## src/eeprom_config.svh

```systemverilog
`ifndef EEPROM_CONFIG_SVH
`define EEPROM_CONFIG_SVH

// byte address of the 2 KB part, bits 10..8 go into the control byte
`define EE_ADDR_W 11

// data byte width
`define EE_DATA_W 8

// CLK cycles per quarter of one SCL bit period
// one bus symbol is four quarters
`define EE_QTR_CYCLES 2

// device type code, upper nibble of every control byte
`define EE_DEV_CODE 4'b1010

`endif
```

## src/eeprom_pkg.sv

```systemverilog
`include "eeprom_config.svh"

package eeprom_pkg;

    // one host request as held between cmd stage and sequencer
    typedef struct packed {
        logic                  is_read;
        logic [`EE_ADDR_W-1:0] addr;
        logic [`EE_DATA_W-1:0] wdata;  // unused for reads
    } cmd_t;

    // bus symbols understood by the bit engine
    typedef enum logic [1:0] {
        SYM_START  = 2'd0,  // start or repeated start
        SYM_STOP   = 2'd1,
        SYM_BIT    = 2'd2,  // master drives level
        SYM_SAMPLE = 2'd3   // master releases sda, reads it
    } sym_kind_e;

    typedef struct packed {
        sym_kind_e kind;
        logic      level;   // only meaningful for SYM_BIT
    } sym_t;

endpackage

```

## src/eeprom_ctrl.sv

```systemverilog
`timescale 1ns/1ps
`include "eeprom_config.svh"

module eeprom_ctrl
(
    input  logic                  CLK,
    input  logic                  RESET,
    input  logic                  wr,
    input  logic                  rd,
    input  logic [`EE_ADDR_W-1:0] addr,
    input  logic [`EE_DATA_W-1:0] wdata,
    input  logic                  sda_in,
    output logic [`EE_DATA_W-1:0] rdata,
    output logic                  ack,
    output logic                  nack,
    output logic                  busy,
    output logic                  scl,
    output logic                  sda_oe
);

    eeprom_pkg::cmd_t cmd;
    eeprom_pkg::sym_t sym;
    logic             cmd_valid;
    logic             cmd_take;
    logic             sym_valid;
    logic             sym_done;
    logic             rx_bit;
    logic             active;

    // pending or running
    assign busy = cmd_valid | active;

    eeprom_cmd_stage cmd_i
    (
        .CLK       (CLK),
        .RESET     (RESET),
        .wr        (wr),
        .rd        (rd),
        .addr      (addr),
        .wdata     (wdata),
        .cmd_take  (cmd_take),
        .cmd       (cmd),
        .cmd_valid (cmd_valid)
    );

    eeprom_frame_seq seq_i
    (
        .CLK       (CLK),
        .RESET     (RESET),
        .cmd       (cmd),
        .cmd_valid (cmd_valid),
        .sym_done  (sym_done),
        .rx_bit    (rx_bit),
        .cmd_take  (cmd_take),
        .sym       (sym),
        .sym_valid (sym_valid),
        .active    (active),
        .rdata     (rdata),
        .ack       (ack),
        .nack      (nack)
    );

    eeprom_bit_engine bit_i
    (
        .CLK       (CLK),
        .RESET     (RESET),
        .sym       (sym),
        .sym_valid (sym_valid),
        .sda_in    (sda_in),
        .sym_done  (sym_done),
        .rx_bit    (rx_bit),
        .scl       (scl),
        .sda_oe    (sda_oe)
    );

endmodule

```

## src/eeprom_bit_engine.sv

```systemverilog
`timescale 1ns/1ps
`include "eeprom_config.svh"

module eeprom_bit_engine
(
    input  logic             CLK,
    input  logic             RESET,
    input  eeprom_pkg::sym_t sym,
    input  logic             sym_valid,
    input  logic             sda_in,
    output logic             sym_done,
    output logic             rx_bit,
    output logic             scl,
    output logic             sda_oe
);

    localparam int            QW    = $clog2(`EE_QTR_CYCLES + 1);
    localparam logic [QW-1:0] QLAST = QW'(`EE_QTR_CYCLES - 1);

    eeprom_pkg::sym_t cur;
    logic             run;
    logic [QW-1:0]    qcnt;
    logic [1:0]       qidx;      // quarter within the symbol
    logic             q_end;
    logic [1:0]       lines_first;
    logic [1:0]       lines_next;

    // {scl, sda_oe} during quarter q of symbol s
    function automatic logic [1:0] quarter_lines
    (
        input eeprom_pkg::sym_t s,
        input logic [1:0]       q,
        input logic             scl_now
    );
        logic scl_v;
        logic oe_v;
        scl_v = (q == 2'd1) || (q == 2'd2);
        oe_v  = 1'b0;
        case (s.kind)
            eeprom_pkg::SYM_START:
            begin
                // release, scl up, sda down, scl down
                scl_v = (q == 2'd0) ? scl_now : (q != 2'd3);
                oe_v  = q[1];
            end
            eeprom_pkg::SYM_STOP:
            begin
                // sda down, scl up, sda released
                scl_v = (q == 2'd0) ? scl_now : 1'b1;
                oe_v  = !q[1];
            end
            eeprom_pkg::SYM_BIT:
            begin
                oe_v = !s.level;
            end
            default:
            begin
                oe_v = 1'b0;    // sample, line left to the slave
            end
        endcase
        return {scl_v, oe_v};
    endfunction

    assign q_end       = (qcnt == QLAST);
    assign sym_done    = run && q_end && (qidx == 2'd3);
    assign lines_first = quarter_lines(sym, 2'd0, scl);
    assign lines_next  = quarter_lines(cur, qidx + 2'd1, scl);

    always_ff @(posedge CLK)
    begin
        if (RESET)
        begin
            run    <= 1'b0;
            qcnt   <= '0;
            qidx   <= 2'd0;
            scl    <= 1'b1;     // bus idle
            sda_oe <= 1'b0;
        end
        else if (!run)
        begin
            if (sym_valid)
            begin
                run             <= 1'b1;
                qcnt            <= '0;
                qidx            <= 2'd0;
                {scl, sda_oe}   <= lines_first;
            end
        end
        else if (q_end)
        begin
            qcnt <= '0;
            qidx <= qidx + 2'd1;
            if (qidx == 2'd3)
            begin
                run <= 1'b0;    // lines hold until next symbol
            end
            else
            begin
                {scl, sda_oe} <= lines_next;
            end
        end
        else
        begin
            qcnt <= qcnt + 1'b1;
        end
    end

    always_ff @(posedge CLK)
    begin
        if (sym_valid && !run)
        begin
            cur <= sym;
        end
        // middle of the scl high time
        if (run && q_end && qidx == 2'd1 && cur.kind == eeprom_pkg::SYM_SAMPLE)
        begin
            rx_bit <= sda_in;
        end
    end

endmodule

```

## src/eeprom_frame_seq.sv

```systemverilog
`timescale 1ns/1ps
`include "eeprom_config.svh"

module eeprom_frame_seq
(
    input  logic                  CLK,
    input  logic                  RESET,
    input  eeprom_pkg::cmd_t      cmd,
    input  logic                  cmd_valid,
    input  logic                  sym_done,
    input  logic                  rx_bit,
    output logic                  cmd_take,
    output eeprom_pkg::sym_t      sym,
    output logic                  sym_valid,
    output logic                  active,
    output logic [`EE_DATA_W-1:0] rdata,
    output logic                  ack,
    output logic                  nack
);

    typedef enum logic [9:0] {
        P_IDLE    = 10'b00_0000_0001,
        P_START   = 10'b00_0000_0010,
        P_CTRL_WR = 10'b00_0000_0100,
        P_ADDR    = 10'b00_0000_1000,
        P_DATA    = 10'b00_0001_0000,
        P_RESTART = 10'b00_0010_0000,
        P_CTRL_RD = 10'b00_0100_0000,
        P_DATA_RD = 10'b00_1000_0000,
        P_STOP    = 10'b01_0000_0000,
        P_FINISH  = 10'b10_0000_0000
    } phase_e;

    phase_e                phase;
    eeprom_pkg::cmd_t      cur;        // command being run
    logic [`EE_DATA_W-1:0] shreg;      // outgoing byte, msb first
    logic [`EE_DATA_W-1:0] rx_shift;
    logic [3:0]            bit_cnt;    // 0..7 data, 8 ack slot
    logic                  in_flight;
    logic                  nack_seen;
    logic                  last_slot;
    logic                  byte_phase;
    logic                  emit;
    eeprom_pkg::sym_t      next_sym;

    function automatic logic [`EE_DATA_W-1:0] ctrl_byte
    (
        input logic [`EE_ADDR_W-1:0] a,
        input logic                  rnw
    );
        return {`EE_DEV_CODE, a[`EE_ADDR_W-1:8], rnw};
    endfunction

    assign cmd_take   = (phase == P_IDLE) && cmd_valid;
    assign last_slot  = (bit_cnt == 4'(`EE_DATA_W));
    assign byte_phase = (phase == P_CTRL_WR) || (phase == P_ADDR) || (phase == P_DATA) ||
                        (phase == P_CTRL_RD) || (phase == P_DATA_RD);
    assign emit       = (phase != P_IDLE) && (phase != P_FINISH) && !in_flight;

    always_comb
    begin
        next_sym.kind  = eeprom_pkg::SYM_BIT;
        next_sym.level = shreg[`EE_DATA_W-1];
        case (phase)
            P_START, P_RESTART:
            begin
                next_sym.kind  = eeprom_pkg::SYM_START;
                next_sym.level = 1'b1;
            end
            P_STOP:
            begin
                next_sym.kind  = eeprom_pkg::SYM_STOP;
                next_sym.level = 1'b0;
            end
            P_DATA_RD:
            begin
                // eight samples, then master nack
                next_sym.kind  = last_slot ? eeprom_pkg::SYM_BIT : eeprom_pkg::SYM_SAMPLE;
                next_sym.level = 1'b1;
            end
            default:
            begin
                if (last_slot)
                begin
                    next_sym.kind  = eeprom_pkg::SYM_SAMPLE;   // slave ack
                    next_sym.level = 1'b1;
                end
            end
        endcase
    end

    always_ff @(posedge CLK)
    begin
        if (RESET)
        begin
            phase     <= P_IDLE;
            sym_valid <= 1'b0;
            in_flight <= 1'b0;
            active    <= 1'b0;
            ack       <= 1'b0;
            nack      <= 1'b0;
            nack_seen <= 1'b0;
            bit_cnt   <= '0;
        end
        else
        begin
            sym_valid <= 1'b0;
            ack       <= 1'b0;

            if (emit)
            begin
                sym_valid <= 1'b1;
                sym       <= next_sym;
                in_flight <= 1'b1;
            end

            if (cmd_take)
            begin
                cur       <= cmd;
                phase     <= P_START;
                active    <= 1'b1;
                nack_seen <= 1'b0;
                bit_cnt   <= '0;
            end

            if (phase == P_FINISH)
            begin
                ack    <= 1'b1;
                nack   <= nack_seen;
                rdata  <= rx_shift;
                active <= 1'b0;
                phase  <= P_IDLE;
            end

            if (sym_done)
            begin
                in_flight <= 1'b0;
                if (byte_phase)
                begin
                    bit_cnt <= last_slot ? 4'd0 : bit_cnt + 4'd1;
                    shreg   <= shreg << 1;
                    if (last_slot && phase != P_DATA_RD)
                    begin
                        nack_seen <= nack_seen | rx_bit;    // sticky
                    end
                end
                case (phase)
                    P_START:
                    begin
                        phase <= P_CTRL_WR;
                        shreg <= ctrl_byte(cur.addr, 1'b0);
                    end
                    P_CTRL_WR:
                    begin
                        if (last_slot)
                        begin
                            phase <= P_ADDR;
                            shreg <= cur.addr[`EE_DATA_W-1:0];
                        end
                    end
                    P_ADDR:
                    begin
                        if (last_slot)
                        begin
                            // reads leave here for the repeated start
                            phase <= cur.is_read ? P_RESTART : P_DATA;
                            shreg <= cur.wdata;
                        end
                    end
                    P_DATA:
                    begin
                        if (last_slot)
                        begin
                            phase <= P_STOP;
                        end
                    end
                    P_RESTART:
                    begin
                        phase <= P_CTRL_RD;
                        shreg <= ctrl_byte(cur.addr, 1'b1);
                    end
                    P_CTRL_RD:
                    begin
                        if (last_slot)
                        begin
                            phase <= P_DATA_RD;
                        end
                    end
                    P_DATA_RD:
                    begin
                        if (last_slot)
                        begin
                            phase <= P_STOP;
                        end
                        else
                        begin
                            rx_shift <= {rx_shift[`EE_DATA_W-2:0], rx_bit};
                        end
                    end
                    P_STOP:
                    begin
                        phase <= P_FINISH;
                    end
                    default:
                    begin
                        phase <= phase;
                    end
                endcase
            end
        end
    end

endmodule

```

## src/eeprom_cmd_stage.sv

```systemverilog
`timescale 1ns/1ps
`include "eeprom_config.svh"

module eeprom_cmd_stage
(
    input  logic                  CLK,
    input  logic                  RESET,
    input  logic                  wr,
    input  logic                  rd,
    input  logic [`EE_ADDR_W-1:0] addr,
    input  logic [`EE_DATA_W-1:0] wdata,
    input  logic                  cmd_take,
    output eeprom_pkg::cmd_t      cmd,
    output logic                  cmd_valid
);

    logic accept;

    // one slot only, requests while full are dropped
    assign accept = !cmd_valid && (wr || rd);

    always_ff @(posedge CLK)
    begin
        if (RESET)
        begin
            cmd_valid <= 1'b0;
        end
        else if (cmd_valid)
        begin
            if (cmd_take)
            begin
                cmd_valid <= 1'b0;
            end
        end
        else if (accept)
        begin
            cmd_valid <= 1'b1;
        end
    end

    always_ff @(posedge CLK)
    begin
        if (accept)
        begin
            cmd.is_read <= !wr;     // wr wins over rd
            cmd.addr    <= addr;
            cmd.wdata   <= wdata;
        end
    end

endmodule

```

## config.mk

```make
export PLATFORM = sky130hd
export DESIGN_NAME = eeprom_ctrl
export DESIGN_NICKNAME = d
export VERILOG_FILES = /design/src/eeprom_pkg.sv /design/src/eeprom_ctrl.sv /design/src/eeprom_bit_engine.sv /design/src/eeprom_frame_seq.sv /design/src/eeprom_cmd_stage.sv
export VERILOG_INCLUDE_DIRS = /design/src
export SDC_FILE = /design/constraint.sdc
export NUM_CORES = 1
export LEC_CHECK = 0
export BUFFER_PORTS_ARGS = -buffer_cell sky130_fd_sc_hd__buf_2
export CAP_MARGIN = 15
export CORE_MARGIN = 8
export CORE_UTILIZATION = 63
export CTS_BUF_LIST = sky130_fd_sc_hd__clkbuf_16
export CTS_CLUSTER_DIAMETER = 100
export DETAILED_ROUTE_END_ITERATION = 12
export PLACE_DENSITY_LB_ADDON = 0.12
export SYNTH_ARGS = -nofsm -noshare
export SYNTH_HDL_FRONTEND = slang
export SYNTH_SLANG_ARGS = --single-unit
```

## constraint.sdc

```tcl
create_clock -name CLK -period 3.7 [get_ports CLK]
set_input_delay 0.185 -clock CLK [delete_from_list [all_inputs] [get_ports CLK]]
set_output_delay 0.185 -clock CLK [all_outputs]
set_load 0.05 [all_outputs]
```

==> results_dict.tcl, run 1 <==
set metrics [dict create \
    status "completed" \
    synth_top_area_share_pct 51.5 \
    maxSlewViolCount 0 \
    cts_tree "built" \
    synth_top_cells_by_area "edfxtp_1 (51%), dfxtp_1 (14%), nor2_1 (3.3%), ha_1 (2.7%), mux2i_1 (1.9%)" \
    postCtsSetupBuffers 0 \
    synth.avg_cell_area_sq_um 12.6 \
    critPathBufInv 1 \
    hold_class "in2reg" \
    syn_nets 363 \
    post-route-util_pct 73.4 \
    slew_headroom_pct 37.0 \
    synth.most_common_cell "edfxtp_1" \
    pwr-share-seq_pct 55.8 \
    design.die.area_sq_um 9430 \
    grtUsageTotal_pct 16.2 \
    startpoint_type "flip-flop" \
    yosys.area.top_type "edfxtp_1" \
    rsz0062_at_grt "no" \
    max_cap_viol_count 0 \
    worstPathRequired_ns 3.75 \
    ant_nets 0 \
    crit_top_cell "nor4_1" \
    grt_max_degree 31 \
    worstPathArrival_ns 2.50 \
    ir_worst_vdd_mv 0.415 \
    critPathMaxFanout 8 \
    layout-drive-gt1-share_pct 18.1 \
    power.internal_w 0.00176 \
    clock_latency_ns 0.34 \
    wire_per_inst_um 16.3 \
    first_pass_iters 5 \
    cts_resized 0 \
    grt_pass1_wl_um 12600 \
    grt_overflow_total 0 \
    path_cells "nor4_1 -> nand2_1 -> nor2_1 -> nand3_1 -> nor4_1 -> buf_4" \
    postSynth.asyncResetShare_pct 0 \
    yosys_warnings 0 \
    clk_pin_slew_worst_paths_ns 0.07 \
    fp.dieH_um 97.1 \
    grt_pass1_vias 2698 \
    cts_hold_buf 0 \
    combPwrFrac_pct 6.0 \
    post-route-period-util_pct 66.2 \
    p_clk_share_pct 38.2 \
    synth_cells 330 \
    clockBufferDepth 2 \
    cts_root_buffer "clkbuf_16" \
    fin_skew_ns 0.00583 \
    powerDensity_nw_per_um2 491 \
    path_class "reg2reg" \
    crit_family "simple AND/OR/NAND/NOR gates" \
    synth-edff-count 71 \
    fin_setup_tns_ns 0 \
    drc 0 \
    num-nets-final 399 \
    h-tree-depth 3 \
    area_delta_synth_final_pct 12.5 \
    slowest_delay_ns 0.52 \
    ys_top_cells_by_count "edfxtp_1 (71), nor2_1 (36), dfxtp_1 (28)" \
    ios 37 \
    syn_area_sq_um 4140 \
    drt-total-wl_um 7310 \
    antenna_found_initial 0 \
    tightest_slew_ns 0.942 \
    vias_per_cell 6.10 \
    gp_congestion 0.973 \
    clock-sinks 99 \
    cts_made_buffers 9 \
    vias 2735 \
    fmax_mhz 408 \
    leakage_nw 1.72 \
    fin_crit_ns 2.45 \
    yosys_most_used_dff "edfxtp_1" \
    rows 29 \
    finalSetupViolations 0 \
    switching_share_pct 23.0 \
    dp_hpwl_um 5090 \
    coreArea_sq_um 6350 \
    yosysSeqAreaShare_pct 65.0 \
    hold_viol 0 \
    synth_cell_types 62 \
    netSwitchingPower_w 0.000528 \
    synth-seq-cells 99 \
    initial_utilization_pct 65.2 \
    first_iter_violations 292 \
    io_buffers 36 \
    dieWidth_um 97.1 \
    cp-end-kind "flip-flop" \
    antenna_cells 0 \
    slowest_stage "nor4_1" \
]
## power by group through the flow
stage | combinational [W] | sequential, W | clock [W]
final | 0.000138 | 0.00128 | 0.000875
after global routing | 0.000153 | 0.00128 | 0.000942
after CTS | 0.000137 | 0.00128 | 0.000897
after detailed placement | 0.000137 | 0.00130 | 0
after global placement | 0.000133 | 0.00130 | 0
after floorplan | 0.0000900 | 0.00130 | 0
## placed cells by master (no fill, tap or decap), types with 3 or more instances in the layout
cell type  Yosys  layout
a211oi_1       6       6
a21oi_1       10      10
a22oi_1        9       9
and2_1         5       5
buf_2          3      36
buf_4          1       4
clkbuf_16      0       9
dfxtp_1       28      28
edfxtp_1      71      71
ha_1           9       9
inv_1         12      12
mux2i_1        8       8
nand2_1       18      18
nand3_1       14      14
nand4_1        3       3
nor2_1        36      36
nor2b_1        8       8
nor3_1         6       6
nor4_1         5       5
o211ai_1       3       3
o21ai_0        6       6
o221ai_1       3       3
o22ai_1        3       3
xor2_1         4       4
## area by class of cell
| class | instances | area (sq um) |
|---|---|---|
| Tap cell | 77 | 96.3 |
| Inverter | 12 | 45.0 |
| Clock inverter | 7 | 58.8 |
| Sequential cell | 99 | 2690 |
| Fill cell | 430 | 1690 |
| Multi-Input combinational cell | 204 | 1330 |
| Clock buffer | 9 | 225 |
| Timing Repair Buffer | 40 | 210 |
## flip-flops by register name (all words and copies together), names as in the netlist
| register | cells |
|---|---|
| cmd_i.cmd | 20 |
| seq_i.cur | 20 |
| seq_i.phase | 10 |
| seq_i.rdata | 8 |
| seq_i.rx_shift | 8 |
| seq_i.shreg | 8 |
| seq_i.bit_cnt | 4 |
| bit_i.cur | 3 |
| seq_i.sym | 3 |
| bit_i.qcnt | 2 |
| bit_i.qidx | 2 |
| bit_i.run | 1 |
| bit_i.rx_bit | 1 |
| bit_i.scl | 1 |
| bit_i.sda_oe | 1 |
| cmd_i.cmd_valid | 1 |
| seq_i.ack | 1 |
| seq_i.active | 1 |
| seq_i.in_flight | 1 |
| seq_i.nack | 1 |
| seq_i.nack_seen | 1 |
| seq_i.sym_valid | 1 |
## routing by layer
layer / global-route usage (%) / up-vias / routed length [um] / part of all wire (%)
met4: 7.34 / 0 / 233 / 3.2
met2: 26.1 / 129 / 3380 / 46
met1: 19.3 / 1269 / 3150 / 43
met3: 5.41 / 29 / 554 / 7.6
li1: - / 1308 / - / -
met5: 0 / - / 0 / 0
## through the flow
stage | hold WS (ns) | worst slack [ns] | instances | power (W) | area [sq um]
floorplan | 0.284 | 1.18 | 330 | 0.00139 | 4140
global placement | 0.361 | 1.31 | 432 | 0.00143 | 4380
detailed placement | 0.363 | 1.35 | 432 | 0.00144 | 4380
CTS | 0.00510 | 1.30 | 448 | 0.00231 | 4660
global route | 0.00568 | 1.01 | 448 | 0.00238 | 4660
finish | 0.0160 | 1.25 | 448 | 0.00229 | 4660
## logic make-up (layout without fill, tap and decap cells)
family	after synthesis	after routing	share of synthesized area (%)
adders and majority gates	9	9	2.72
and+or+nand+nor	117	117	15.1
DFF	99	99	65.0
xor gates and xnor gates	6	6	1.27
muxes	8	8	1.93
AOI/OAI and AO/OA	64	64	11.1
buffers and inverters	27	68	2.87
## final timing paths
kind	startpoint	end	slack [ns]	depth (start not counted)
worst max-delay path	seq_i.phase[1]	seq_i.rx_shift[2]	1.25	6
worst min-delay path	addr[10]	cmd_i.cmd[18]	0.02	1
worst max register to register	seq_i.phase[1]	seq_i.rx_shift[2]	1.25	6
worst min register to register	cmd_i.cmd[11]	seq_i.cur[11]	0.42	0
No activity file was read; power rests on OpenSTA's default activity.
==> run 2: changes to the inputs <==
--- a/config.mk
+++ b/config.mk
@@ -6,10 +6,11 @@
 export SDC_FILE = /design/constraint.sdc
 export NUM_CORES = 1
 export LEC_CHECK = 0
+export ABC_AREA = 1
 export BUFFER_PORTS_ARGS = -buffer_cell sky130_fd_sc_hd__buf_2
 export CAP_MARGIN = 15
 export CORE_MARGIN = 8
-export CORE_UTILIZATION = 63
+export CORE_UTILIZATION = 53
 export CTS_BUF_LIST = sky130_fd_sc_hd__clkbuf_16
 export CTS_CLUSTER_DIAMETER = 100
 export DETAILED_ROUTE_END_ITERATION = 12
==> constraint.sdc (replaced) <==
create_clock -name CLK -period 2.25 [get_ports CLK]
set_input_delay 0.1125 -clock CLK [delete_from_list [all_inputs] [get_ports CLK]]
set_output_delay 0.1125 -clock CLK [all_outputs]
set_load 0.05 [all_outputs]
==> run 2 against run 1 <==
Sequential power rose by 62%. Design area up 12%. Fmax rose by 23%. Critical path type unchanged.
==> results_dict.tcl, run 2 <==
set metrics [dict create \
    status "completed" \
    netSwitchingPower_w 0.000907 \
    yosys_warnings 0 \
    fmax_mhz 500 \
    synth_top_cells_by_area "edfxtp_1 (49%), dfxtp_1 (13%), nand2_1 (7.0%), nand3_1 (4.3%), nor2_1 (3.7%)" \
    cts_hold_buf 20 \
    first_pass_iters 4 \
    p_clk_share_pct 40.4 \
    path_class "reg2reg" \
    vias_per_cell 5.22 \
    clockBufferDepth 2 \
    leakage_nw 2.09 \
    synthMuxAreaShare_pct 0 \
    design_area_sq_um 5230 \
    gp_congestion 0.901 \
    min_from "wr" \
    reg2reg_slack_ns 0.25 \
    powerDensity_nw_per_um2 755 \
    ios 37 \
    worstPathRequired_ns 2.34 \
    nFillCells 635 \
    finalSetupViolations 0 \
    synth_adder_area_share_pct 2.57 \
    cts_root_buffer "clkbuf_16" \
    postSynth.asyncResetShare_pct 0 \
    area_delta_synth_final_pct 19.3 \
    layout-drive-gt1-share_pct 19.0 \
    startpoint_type "flip-flop" \
    layout_commonest_cell "nand2_1" \
    drt-total-wl_um 8830 \
    yosys.area.top_type "edfxtp_1" \
    ys_top_cells_by_count "nand2_1 (82), edfxtp_1 (71), nor2_1 (43)" \
    synth-seq-cells 99 \
    hold_class "in2reg" \
    max_cap_viol_count 0 \
    design.die.area_sq_um 11400 \
    io_buffers 36 \
    dieWidth_um 107 \
    maxSlewViolCount 0 \
    grt_util_met2_pct 28.7 \
    mostFrequentLayoutCells "nand2_1 (82), edfxtp_1 (71), nor2_1 (43)" \
    yosys.area_share.simple_pct 21.3 \
    r2r_start "seq_i.phase[9]" \
    post-route-util_pct 64.3 \
    num-nets-final 534 \
    synth_cell_types 38 \
    cp-end-kind "flip-flop" \
    grt_pass1_vias 3262 \
    tightest_slew_ns 0.466 \
    wire_per_inst_um 14.5 \
    yosys_most_used_dff "edfxtp_1" \
    stdcell_count 611 \
    clk_pin_slew_worst_paths_ns 0.07 \
    clock-sinks 99 \
    synth-edff-count 71 \
    synth_top_family_by_area "simple AND/OR/NAND/NOR gates" \
    synth-compound-area-share_pct 8.74 \
    grt_overflow_total 0 \
    rsz0062_at_grt "no" \
    top_usage_layer "met2" \
    yosysSeqAreaShare_pct 61.5 \
    dp.cells 575 \
    finalWorstSetupSlack_ns 0.252 \
    cts_resized 0 \
    fin_skew_ns 0.00714 \
    combPwrFrac_pct 6.8 \
    clock_latency_ns 0.34 \
    synth_cells 431 \
    antenna_found_initial 0 \
    worstPathArrival_ns 2.09 \
    gr-usage-met1_pct 17.0 \
    syn_nets 464 \
    grt_max_degree 22 \
    whs_endpoint "cmd_i.cmd[19]" \
    place_ws_ns 0.244 \
    synth.avg_cell_area_sq_um 10.2 \
    r2r_end "seq_i.shreg[2]" \
    hold_viol 0 \
    pwr-share-seq_pct 52.8 \
    power.internal_w 0.00304 \
    switching_share_pct 23.0 \
    grtUsageMet3_pct 3.96 \
    postCtsSetupBuffers 0 \
    fin_crit_ns 2.00 \
    rows 33 \
    cts_made_buffers 9 \
    initial_utilization_pct 53.8 \
    fin_setup_tns_ns 0 \
    slew_headroom_pct 68.9 \
    dp_hpwl_um 6200 \
    ant_nets 0 \
    critPathMaxFanout 7 \
    first_iter_violations 175 \
    rr_worst_depth 11 \
    syn_area_sq_um 4380 \
    reg_top3 "cmd_i.cmd x20, seq_i.cur x20, seq_i.phase x10" \
    cts_tree "built" \
    synth_top_area_share_pct 48.7 \
    grtUsageTotal_pct 16.1 \
    post_dp_cell_area_sq_um 4710 \
    whs_path_depth 2 \
    ir_worst_vdd_mv 0.458 \
    drc 0 \
    fp.dieH_um 107 \
    multi_input_area_sq_um 1440 \
    synth.most_common_cell "nand2_1" \
    coreArea_sq_um 8130 \
    regArea_sq_um 2690 \
    synth_xor_area_share_pct 0.400 \
    vias 3188 \
    h-tree-depth 3 \
    antenna_cells 0 \
    post-route-period-util_pct 88.8 \
    grt_pass1_wl_um 14700 \
]
-- run 2: layer usage --
metal | vias up | routed length (um)
li1 | 1604 | -
met1 | 1471 | 3610
met2 | 91 | 4460
met3 | 22 | 495
met4 | 0 | 259
met5 | - | 0
-- run 2: per-stage QoR --
stage / hold slack [ns] / total power (W)
after floorplan: 0.211 / 0.00228
after global placement: 0.289 / 0.00236
after detailed placement: 0.291 / 0.00236
after CTS: 0.0221 / 0.00398
after global routing: 0.0348 / 0.00409
final: 0.0262 / 0.00395
-- run 2: kinds of logic (layout without fill, tap and decap cells) --
| family | after synthesis | after routing |
|---|---|---|
| DFF | 99 | 99 |
| buffers and inverters | 55 | 130 |
| AOI/OAI and AO/OA | 66 | 66 |
| adders and majority gates | 9 | 9 |
| and+or+nand+nor | 200 | 200 |
| xor gates and xnor gates | 2 | 2 |
-- run 2: final cells by class --
class / instances / area share, %
multi-input cells: 277 / 27.6
well taps: 105 / 2.51
clock inverters: 7 / 1.72
clock buffers: 9 / 4.31
flip-flops and latches: 99 / 51.5
inverters: 46 / 3.30
repair buffers: 68 / 9.00
-- run 2: worst max-delay path, stage by stage (launching register included) --
cell and delay, ns:
dfxtp_1 0.36, nor2_2 0.29, buf_4 0.23, inv_2 0.05, nor2_2 0.12, nand2_1 0.10, nand2_4 0.09, inv_2 0.07
nand2_2 0.13, o21ai_4 0.10, o211ai_1 0.11, nand3_1 0.09
-- run 2: worst max-delay path by stage --
stage / start / end
floorplan: bit_i.qidx[0] / seq_i.rx_shift[0]
global placement: seq_i.phase[9] / seq_i.shreg[2]
detailed placement: seq_i.phase[9] / seq_i.shreg[2]
CTS: seq_i.phase[9] / seq_i.shreg[2]
global route: seq_i.phase[9] / seq_i.shreg[2]
finish: seq_i.phase[9] / seq_i.shreg[2]
-- run 2: power by group through the flow --
stage | Sequential, W | Combinational [W] | Clock (W)
6_report | 0.00208 | 0.000268 | 0.00160
5_1_grt | 0.00209 | 0.000294 | 0.00170
4_1_cts | 0.00208 | 0.000268 | 0.00163
3_5_place_dp | 0.00212 | 0.000241 | 0
3_3_place_gp | 0.00212 | 0.000236 | 0
2_1_floorplan | 0.00213 | 0.000155 | 0
==> run 3: changes to the inputs <==
--- a/config.mk
+++ b/config.mk
@@ -9,11 +9,13 @@
 export ABC_AREA = 1
 export BUFFER_PORTS_ARGS = -buffer_cell sky130_fd_sc_hd__buf_2
 export CAP_MARGIN = 15
+export CORE_ASPECT_RATIO = 0.8
 export CORE_MARGIN = 8
 export CORE_UTILIZATION = 53
 export CTS_BUF_LIST = sky130_fd_sc_hd__clkbuf_16
 export CTS_CLUSTER_DIAMETER = 100
 export DETAILED_ROUTE_END_ITERATION = 12
+export MAX_ROUTING_LAYER = met4
 export PLACE_DENSITY_LB_ADDON = 0.12
 export SYNTH_ARGS = -nofsm -noshare
 export SYNTH_HDL_FRONTEND = slang
==> run 3 against run 2 <==
Final cell count grew 0.49%. Wire length grew 6.9%. Design area is essentially flat. Combinational power is 3% higher. Sequential power barely moved. Largest cell class unchanged. Highest routed layer unchanged.
==> results_dict.tcl, run 3 (synthesized netlist as in run 2, its figures left out) <==
set metrics [dict create \
    status "completed" \
    grt_overflow_total 0 \
    grt_max_degree 23 \
    dieWidth_um 118 \
    ios 37 \
    num-nets-final 534 \
    leakage_nw 2.09 \
    slew_headroom_pct 66.0 \
    cts_tree "built" \
    post-route-util_pct 65.5 \
    fin_skew_ns 0.00499 \
    maxSlewViolCount 0 \
    grt_pass1_wl_um 15500 \
    rsz0062_at_grt "no" \
    vias_per_cell 5.32 \
    layout_commonest_cell "nand2_1" \
    clockBufferDepth 2 \
    design.die.area_sq_um 11400 \
    fp.dieH_um 97.3 \
    postCtsSetupBuffers 0 \
    post-route-period-util_pct 88.0 \
    h-tree-depth 3 \
    dp_hpwl_um 6630 \
    grtUsageTotal_pct 17.3 \
    first_iter_violations 237 \
    wire_per_inst_um 15.4 \
    first_pass_iters 5 \
    startpoint_type "flip-flop" \
    cp-end-kind "flip-flop" \
    mostFrequentLayoutCells "nand2_1 (82), edfxtp_1 (71), nor2_1 (43)" \
    initial_utilization_pct 54.9 \
    reg_top3 "cmd_i.cmd x20, seq_i.cur x20, seq_i.phase x10" \
    clock-sinks 99 \
    coreArea_sq_um 7980 \
    vias 3264 \
    layout-drive-gt1-share_pct 18.8 \
    hold_class "in2reg" \
    cts_made_buffers 9 \
    tightest_slew_ns 0.506 \
    nFillCells 642 \
    powerDensity_nw_per_um2 758 \
    finalSetupViolations 0 \
    fin_setup_tns_ns 0 \
    drc 0 \
    cts_root_buffer "clkbuf_16" \
    fin_crit_ns 1.98 \
    io_buffers 36 \
    drt-total-wl_um 9440 \
    hold_viol 0 \
    clock_latency_ns 0.34 \
    max_cap_viol_count 0 \
    area_delta_synth_final_pct 19.4 \
    ir_worst_vdd_mv 0.493 \
    hold_ws_ns 0.0153 \
    fmax_mhz 505 \
    antenna_cells 0 \
    critPathMaxFanout 9 \
    ant_nets 0 \
    antenna_found_initial 0 \
    worstPathArrival_ns 2.03 \
    rows 29 \
    clk_pin_slew_worst_paths_ns 0.07 \
    grt_pass1_vias 3131 \
    gp_congestion 0.900 \
    worstPathRequired_ns 2.30 \
    path_class "reg2reg" \
]
-- run 3: changes by cell type in the layout (fill, tap and decap cells not counted), sizes merged --
cell / delta
clkinv: +1
inv: -3
clkinvlp: +1
clkbuf: +1
-- run 3: per-layer routing --
layer  vias up  part of all wire [%]  track usage (%)
li1       1607                     -                -
met4         0                   1.0             4.22
met3        12                   5.9             4.70
met5         -                     0                -
met2        97                    44             26.0
met1      1548                    49             22.8
-- run 3: worst max-delay path, cell delays in order (launching register included) --
cell and delay, ns:
dfxtp_1 0.43, nor2_2 0.17, nand2_2 0.13, nor3_1 0.47, nand2_1 0.13, nor3_1 0.16, buf_4 0.20
-- run 3: cell type report --
class                   instances  area, sq um  share of cell area [%]
multi-input cells             277         1440                    27.6
inverters                      46          173                    3.30
flip-flops and latches         99         2690                    51.5
clock buffers                  10          250                    4.79
clock inverters                 6         63.8                    1.22
well taps                     108          135                    2.58
repair buffers                 68          470                    9.00
-- run 3: worst paths after layout --
check                                     from                 to  slack, ns  cells past startpoint
worst max-delay path            seq_i.phase[3]  seq_i.rx_shift[4]       0.27                      6
worst min-delay path                        wr      cmd_i.cmd[19]       0.02                      2
worst max register to register  seq_i.phase[3]  seq_i.rx_shift[4]       0.27                      6
worst min register to register   cmd_i.cmd[13]      seq_i.cur[13]       0.42                      0
-- run 3: where the power goes --
part	total (W)	switching (W)	internal [W]	leakage, nW
logic	0.000275	0.000180	0.0000946	1.05
registers	0.00208	0.0000322	0.00205	0.883
clock network	0.00160	0.000674	0.000930	0.155
total	0.00396	0.000886	0.00308	2.09
-- run 3: stage by stage --
step / setup WS, ns / power [W] / std cells / cell area (sq um)
2_1_floorplan: 0.0557 / 0.00228 / 431 / 4380
3_3_place_gp: 0.356 / 0.00236 / 578 / 4710
3_5_place_dp: 0.343 / 0.00237 / 578 / 4710
4_1_cts: 0.326 / 0.00398 / 614 / 5230
5_1_grt: 0.116 / 0.00408 / 614 / 5230
6_report: 0.270 / 0.00396 / 614 / 5230
-- run 3: repair_timing --
action,CTS,global route
resized for setup,0,0
hold buffers,20,0
hold endpoints to repair,20,0
